<file path="config.mk">
export PLATFORM = sky130hd
export DESIGN_NAME = uart_core
export DESIGN_NICKNAME = d
export VERILOG_FILES = /design/src/hw/uart_pkg.sv /design/src/hw/uart_tick_gen.sv /design/src/hw/uart_tx.sv /design/src/hw/uart_rx.sv /design/src/hw/uart_core.sv
export SDC_FILE = /design/constraint.sdc
export NUM_CORES = 1
export LEC_CHECK = 0
export ABC_AREA = 1
export BUFFER_PORTS_ARGS = -buffer_cell sky130_fd_sc_hd__buf_2
export CAP_MARGIN = 20
export CORE_AREA = 2 2 77 79
export DETAILED_ROUTE_END_ITERATION = 10
export DIE_AREA = 0 0 79 81
export PLACE_DENSITY = 0.66
export SLEW_MARGIN = 20
export SYNTH_ARGS = -nofsm -noshare
export SYNTH_HDL_FRONTEND = slang
export SYNTH_SLANG_ARGS = --single-unit
</file>
<file path="constraint.sdc">
create_clock -name i_clk -period 3.5 [get_ports i_clk]
set_input_delay 0 -clock i_clk [delete_from_list [all_inputs] [get_ports i_clk]]
set_output_delay 0 -clock i_clk [all_outputs]
set_load 0.01 [all_outputs]
</file>
<file path="src/hw/uart_pkg.sv">
package uart_pkg;

   // ticks per bit period; tick counters in tx and rx are sized from this
   localparam int OVERSAMPLE = 16;

   // transmitter states
   typedef enum logic [1:0] {
      TX_IDLE = 2'b00,   // line high, waiting for a start strobe
      TX_SEND = 2'b01,   // shifting start, data and stop bits
      TX_STOP = 2'b10    // holding the stop bit for one bit period
   } tx_state_t;

   // receiver states
   typedef enum logic [1:0] {
      RX_IDLE  = 2'b00,  // waiting for a falling edge
      RX_START = 2'b01,  // checking the start bit at its middle
      RX_DATA  = 2'b10,  // sampling data bits lsb first
      RX_STOP  = 2'b11   // sampling the stop bit
   } rx_state_t;

   // receive status, both bits valid for a single cycle
   typedef struct packed {
      logic valid;       // word complete
      logic frame_err;   // stop bit sampled low
   } rx_flags_t;

endpackage

</file>
<file path="src/hw/uart_tick_gen.sv">
`timescale 1ns/1ns

// Oversampling strobe source. The counter runs down from CLKS_PER_TICK-1
// and reloads when it hits zero, so o_tick is high one cycle in every
// CLKS_PER_TICK cycles.
module uart_tick_gen #(
   parameter int CLKS_PER_TICK = 4
) (
   input  logic i_clk,
   input  logic i_rst,
   output logic o_tick
);

   localparam int CW = (CLKS_PER_TICK > 2) ? $clog2(CLKS_PER_TICK) : 1;
   localparam logic [CW-1:0] RELOAD = CW'(CLKS_PER_TICK - 1);

   logic [CW-1:0] count;

   always_ff @(posedge i_clk) begin
      if (i_rst) begin
         count  <= RELOAD;
         o_tick <= 1'b0;
      end else begin
         if (count == '0) begin
            count  <= RELOAD;          // wrap
            o_tick <= 1'b1;
         end else begin
            count  <= count - 1'b1;
            o_tick <= 1'b0;
         end
      end
   end

endmodule

</file>
<file path="src/hw/uart_tx.sv">
`timescale 1ns/1ns

// Transmit shifter. A request in idle loads {stop, data, start} and clears
// the tick counter. Each time the counter overflows into its top bit one
// bit goes out on the line, lsb first. After DATA_BITS+2 shifts done
// pulses and the stop bit is held for one more bit period.
module uart_tx import uart_pkg::*; #(
   parameter int DATA_BITS = 8
) (
   input  logic                 i_clk,
   input  logic                 i_rst,
   input  logic                 i_rate,
   input  logic                 i_data_ready,
   input  logic [DATA_BITS-1:0] i_data,
   output logic                 o_tx,
   output logic                 o_tx_done,
   output logic                 o_tx_busy
);

   localparam int TW = $clog2(OVERSAMPLE) + 1;      // one extra bit as overflow flag
   localparam int BW = $clog2(DATA_BITS + 3);
   localparam logic [BW-1:0] LAST_BIT = BW'(DATA_BITS + 2);

   tx_state_t            state;
   logic [TW-1:0]        time_count;
   logic [TW-1:0]        time_next;
   logic [BW-1:0]        bit_count;
   logic [DATA_BITS+1:0] shift_reg;                 // stop + data + start
   logic                 load;
   logic                 shift_en;
   logic                 frame_end;

   assign time_next = time_count + TW'(i_rate);
   assign load      = (state == TX_IDLE) && i_data_ready;  // dropped while busy
   assign frame_end = (state == TX_SEND) && (bit_count == LAST_BIT);
   assign shift_en  = (state == TX_SEND) && !frame_end && time_count[TW-1];

   always_ff @(posedge i_clk) begin
      if (i_rst) begin
         state      <= TX_IDLE;
         time_count <= '0;
         bit_count  <= '0;
         o_tx       <= 1'b1;   // idle line
         o_tx_done  <= 1'b0;
      end else begin
         o_tx_done  <= 1'b0;
         time_count <= time_next;
         case (state)
            TX_IDLE: begin
               if (load) begin
                  state      <= TX_SEND;
                  bit_count  <= '0;
                  time_count <= '0;
               end
            end
            TX_SEND: begin
               if (frame_end) begin
                  o_tx_done  <= 1'b1;
                  time_count <= '0;
                  state      <= TX_STOP;
               end else if (shift_en) begin
                  o_tx       <= shift_reg[0];
                  bit_count  <= bit_count + 1'b1;
                  time_count <= {1'b0, time_next[TW-2:0]};  // drop overflow, keep phase
               end
            end
            TX_STOP: begin
               if (time_count[TW-1]) begin
                  state <= TX_IDLE;   // stop bit held a full period
               end
            end
            default: begin
               state <= TX_IDLE;
            end
         endcase
      end
   end

   // payload, only meaningful between load and the last shift
   always_ff @(posedge i_clk) begin
      if (load) begin
         shift_reg <= {1'b1, i_data, 1'b0};
      end else if (shift_en) begin
         shift_reg <= {1'b1, shift_reg[DATA_BITS+1:1]};  // back-fill with idle level
      end
   end

   assign o_tx_busy = (state != TX_IDLE);

endmodule

</file>
<file path="src/hw/uart_rx.sv">
`timescale 1ns/1ns

// Receiver. The line is synchronized, a falling edge in idle starts a
// half-bit count, and the start bit is confirmed at its middle. From there
// every OVERSAMPLE ticks lands in the middle of the next bit. The stop bit
// sample completes the word and sets the flags.
module uart_rx import uart_pkg::*; #(
   parameter int DATA_BITS = 8
) (
   input  logic                 i_clk,
   input  logic                 i_rst,
   input  logic                 i_rate,
   input  logic                 i_rx,
   output logic [DATA_BITS-1:0] o_rx_data,
   output rx_flags_t            o_rx_flags
);

   localparam int TW = $clog2(OVERSAMPLE);
   localparam int BW = (DATA_BITS > 2) ? $clog2(DATA_BITS) : 1;
   localparam logic [TW-1:0] MID_TICK  = TW'(OVERSAMPLE / 2 - 1);
   localparam logic [TW-1:0] LAST_TICK = TW'(OVERSAMPLE - 1);
   localparam logic [BW-1:0] LAST_BIT  = BW'(DATA_BITS - 1);

   rx_state_t            state;
   logic                 rx_meta;
   logic                 rx_sync;
   logic                 rx_prev;
   logic [TW-1:0]        tick_count;
   logic [BW-1:0]        bit_count;
   logic [DATA_BITS-1:0] shift_reg;
   logic                 fall;
   logic                 mid_bit;
   logic                 bit_done;
   logic                 stop_sample;

   assign fall        = rx_prev && !rx_sync;
   assign mid_bit     = i_rate && (tick_count == MID_TICK);
   assign bit_done    = i_rate && (tick_count == LAST_TICK);
   assign stop_sample = (state == RX_STOP) && bit_done;

   // two-flop synchronizer plus one stage for edge detect
   always_ff @(posedge i_clk) begin
      if (i_rst) begin
         rx_meta <= 1'b1;
         rx_sync <= 1'b1;
         rx_prev <= 1'b1;
      end else begin
         rx_meta <= i_rx;
         rx_sync <= rx_meta;
         rx_prev <= rx_sync;
      end
   end

   always_ff @(posedge i_clk) begin
      if (i_rst) begin
         state      <= RX_IDLE;
         tick_count <= '0;
         bit_count  <= '0;
         o_rx_flags <= '0;
      end else begin
         o_rx_flags <= '0;
         if (i_rate) begin
            tick_count <= tick_count + 1'b1;
         end
         case (state)
            RX_IDLE: begin
               if (fall) begin
                  state      <= RX_START;
                  tick_count <= '0;
               end
            end
            RX_START: begin
               if (mid_bit) begin
                  tick_count <= '0;
                  bit_count  <= '0;
                  state      <= rx_sync ? RX_IDLE : RX_DATA;  // glitch goes back quietly
               end
            end
            RX_DATA: begin
               if (bit_done) begin
                  tick_count <= '0;
                  bit_count  <= bit_count + 1'b1;
                  if (bit_count == LAST_BIT) begin
                     state <= RX_STOP;
                  end
               end
            end
            RX_STOP: begin
               if (stop_sample) begin
                  o_rx_flags.valid     <= 1'b1;
                  o_rx_flags.frame_err <= !rx_sync;
                  state                <= RX_IDLE;
               end
            end
            default: begin
               state <= RX_IDLE;
            end
         endcase
      end
   end

   // data path, lsb arrives first so shift in from the top
   always_ff @(posedge i_clk) begin
      if ((state == RX_DATA) && bit_done) begin
         shift_reg <= {rx_sync, shift_reg[DATA_BITS-1:1]};
      end
      if (stop_sample) begin
         o_rx_data <= shift_reg;   // held until the next word
      end
   end

endmodule

</file>
<file path="src/hw/uart_core.sv">
`timescale 1ns/1ns

// UART core: one tick generator shared by the transmitter and receiver
module uart_core import uart_pkg::*; #(
   parameter int DATA_BITS     = 8,
   parameter int CLKS_PER_TICK = 4
) (
   input  logic                 i_clk,
   input  logic                 i_rst,
   // transmit side
   input  logic                 i_tx_start,
   input  logic [DATA_BITS-1:0] i_tx_data,
   output logic                 o_tx,
   output logic                 o_tx_done,
   output logic                 o_tx_busy,
   // receive side
   input  logic                 i_rx,
   output logic [DATA_BITS-1:0] o_rx_data,
   output rx_flags_t            o_rx_flags
);

   logic tick;   // OVERSAMPLE x bit rate

   uart_tick_gen #(
      .CLKS_PER_TICK (CLKS_PER_TICK)
   ) u_tick (
      .i_clk  (i_clk),
      .i_rst  (i_rst),
      .o_tick (tick)
   );

   uart_tx #(
      .DATA_BITS (DATA_BITS)
   ) u_tx (
      .i_clk        (i_clk),
      .i_rst        (i_rst),
      .i_rate       (tick),
      .i_data_ready (i_tx_start),
      .i_data       (i_tx_data),
      .o_tx         (o_tx),
      .o_tx_done    (o_tx_done),
      .o_tx_busy    (o_tx_busy)
   );

   uart_rx #(
      .DATA_BITS (DATA_BITS)
   ) u_rx (
      .i_clk      (i_clk),
      .i_rst      (i_rst),
      .i_rate     (tick),
      .i_rx       (i_rx),
      .o_rx_data  (o_rx_data),
      .o_rx_flags (o_rx_flags)
   );

endmodule

</file>
==> results.cfg <==
[place]
dp_hpwl_um = 2452
io_buffers = 24
place_area_sq_mm = 0.002391
gp_congestion = 0.8489

[floorplanning]
start_util_pct = 38.51
die_h_um = 81
io_pins = 25
die_area_sq_mm = 0.006399
core_area_sq_mm = 0.005675
dieWidth_um = 79
rows = 28

[logic_synthesis]
synth-main-ff-cell = dfxtp_1
synth_edf_count = 24
synthTopCellsByArea = edfxtp_1 (33%), dfxtp_1 (28%), ha_1 (4.6%)
yosysMostFrequentCell = dfxtp_1
ys_seq_elements = 55
yosysWarnings = 0
ys_seq_area_share_pct = 61.36
syn_nets = 229
ys_types = 31
yosysTopAreaCellShare_pct = 32.97
postSynth.asyncResetShare_pct = 0
yosys-top-cells-count = dfxtp_1 (31), nand2_1 (25), nor2_1 (25)
syn_avg_cell_area_sq_um = 10.46
syn_inst = 209
netlist_area_sq_mm = 0.002186
yosys.area.top_type = edfxtp_1

[critical_path]
cp.arrival_ns = 1.61
cp_num_cells = 3
crit_path_top_delay_cell = nor2_1
max_stage_delay_ns = 0.58
critical-path-top-delay-family = simple AND/OR/NAND/NOR gates
path_buf_inv = 0
cp_max_fo = 9
crit_path_start_kind = flip-flop
critPathRequiredTime_ns = 3.44
rr_worst_depth = 3
setup.worst_path.class = flip-flop to flip-flop
worstPathCellList = ha_1 > nand4_1 > nor2_1
crit_path_end_kind = flip-flop

[cts]
cts_buffers = 5
clkTransAtPathRegs_ns = 0.09
worstSkewPairLatency_ns = 0.30
numClockSinks = 55
htreeDepth = 2
clock_path_buffers = 2
ctsResizeCount = 0
cts_tree = yes
cts_root_buffer = clkbuf_8

[global_route]
grt_pass1_vias = 1442
track_usage_pct = 12.14
grt_max_degree = 17
antenna_found_initial = 0
grt_pass1_wl_um = 6120
overflow = 0

[routing]
ant_nets = 0
wl_per_cell_um = 10.74
routed_wl_um = 3449
drt_iter0_drc = 98
drcViolationCount = 0
num_vias = 1454
viasPerCell = 4.530
firstDrtPassIters = 4

[power_and_ir_drop]
p_seq_share_pct = 55.4
p_comb_share_pct = 7.1
vdd_ir_drop_max_mv = 0.1824
pwr-share-clk_pct = 37.5
p_int_mw = 1.009
powerDensity_mw_per_mm2 = 487.1
total_power_mw = 1.263
leakage_nw = 1.118
power.switching_mw = 0.2546
power_switching_share_pct = 20.15

[sta]
slew_viol_final = 0
worst_pin_slew_ns = 0.6903
finalHoldViolCount = 0
relSlewSlack_pct = 53.81
hold_slack_ns = 0.01095
fmax_mhz = 595.7
finalClockSkew_ns = 0.006545
setup_violations = 0
tns_ns = 0
layout_min_cycle_time_ns = 1.679
rsz0062_at_grt = no
finalCritPeriodShare_pct = 47.97

[cells_and_area]
area_growth_pct = 18.66
post-route-util_pct = 45.70
largest_reg_flops = 9
drive_above_1_share_pct = 19.92
finish.instance_area_sq_mm = 0.002594
fin_nets = 265
nFillCells = 553
antenna_cells = 0

[worst_hold_path]
holdPathStages = 2
hold_class = input port to flip-flop

[outcome]
status = finished, final reports clean

[job]
maxCapViolations = 0
-- timing repair --
item,in CTS,in global routing
hold buffers,7,0
endpoints found under the hold margin,7,0
setup endpoints to repair,0,0
setup buffers,0,0
-- cell families after synthesis --
logic type / Yosys count / synth area share, %
simple gates: 81 / 18.15
flops: 55 / 61.36
buf+inv: 32 / 5.666
compound gates: 26 / 7.327
fa+ha+maj: 8 / 4.579
xor+xnor: 6 / 2.404
mux: 1 / 0.5151
-- routing by layer --
metal	track usage (%)	wire (um)	part of all wire [%]	up-vias
met2	20.08	1652	48	20
met1	15.20	1645	48	668
met3	2.333	101	2.9	4
met5	0	0	0	-
met4	6.207	49	1.4	0
li1	-	-	-	762
-- final timing paths --
kind / slack, ns / end / start
setup reg to reg: 1.82 / u_rx.o_rx_data[3] / u_rx.tick_count[1]
setup / recovery: 1.82 / u_rx.o_rx_data[3] / u_rx.tick_count[1]
hold / removal: 0.01 / u_tx.shift_reg[2] / i_tx_data[1]
hold reg to reg: 0.39 / u_tick.count[0] / u_tick.count[0]
-- power by group through the flow --
stage / clock network (mW) / logic, mW / registers (mW)
after floorplan: 0 / 0.0609 / 0.712
after global placement: 0 / 0.0817 / 0.714
after detailed placement: 0 / 0.0838 / 0.715
after CTS: 0.489 / 0.0903 / 0.700
after global routing: 0.514 / 0.102 / 0.702
final: 0.474 / 0.0892 / 0.701
-- cell usage in the layout (no fill, tap or decap) --
cell type,count
a21oi_1,11
a22o_1,7
a31oi_1,1
buf_2,24
bufinv_16,2
clkbuf_1,1
clkbuf_8,5
dfxtp_1,31
dlygate4sd3_1,7
edfxtp_1,24
ha_1,8
inv_1,23
inv_2,6
inv_4,1
mux2_2,1
nand2_1,25
nand2_2,2
nand2_4,2
nand3_1,15
nand3_2,1
nand4_1,3
nor2_1,25
nor2_4,1
nor2_8,1
nor3_1,1
o211ai_1,1
o21ai_0,4
o21ai_1,2
or2_0,1
or2_1,1
or2_2,2
or2_4,1
xnor2_1,2
xor2_1,4
-- per-stage QoR --
step,setup slack (ns),cells
after global routing,1.684,321
after global placement,1.885,306
after floorplan,2.032,209
after CTS,1.811,321
final,1.821,321
after detailed placement,1.819,306
-- final cells by class --
cell class              count  area, sq um  share of cell area, %
well taps                  75        93.84                  3.618
repair buffers             31        190.2                  7.332
inverters                  30        115.1                  4.438
multi-input cells         122        720.7                  27.79
flip-flops and latches     55         1341                  51.71
clock buffers               6        72.57                  2.798
clock inverters             2        60.06                  2.315
Power figures use the tool's default switching activity.
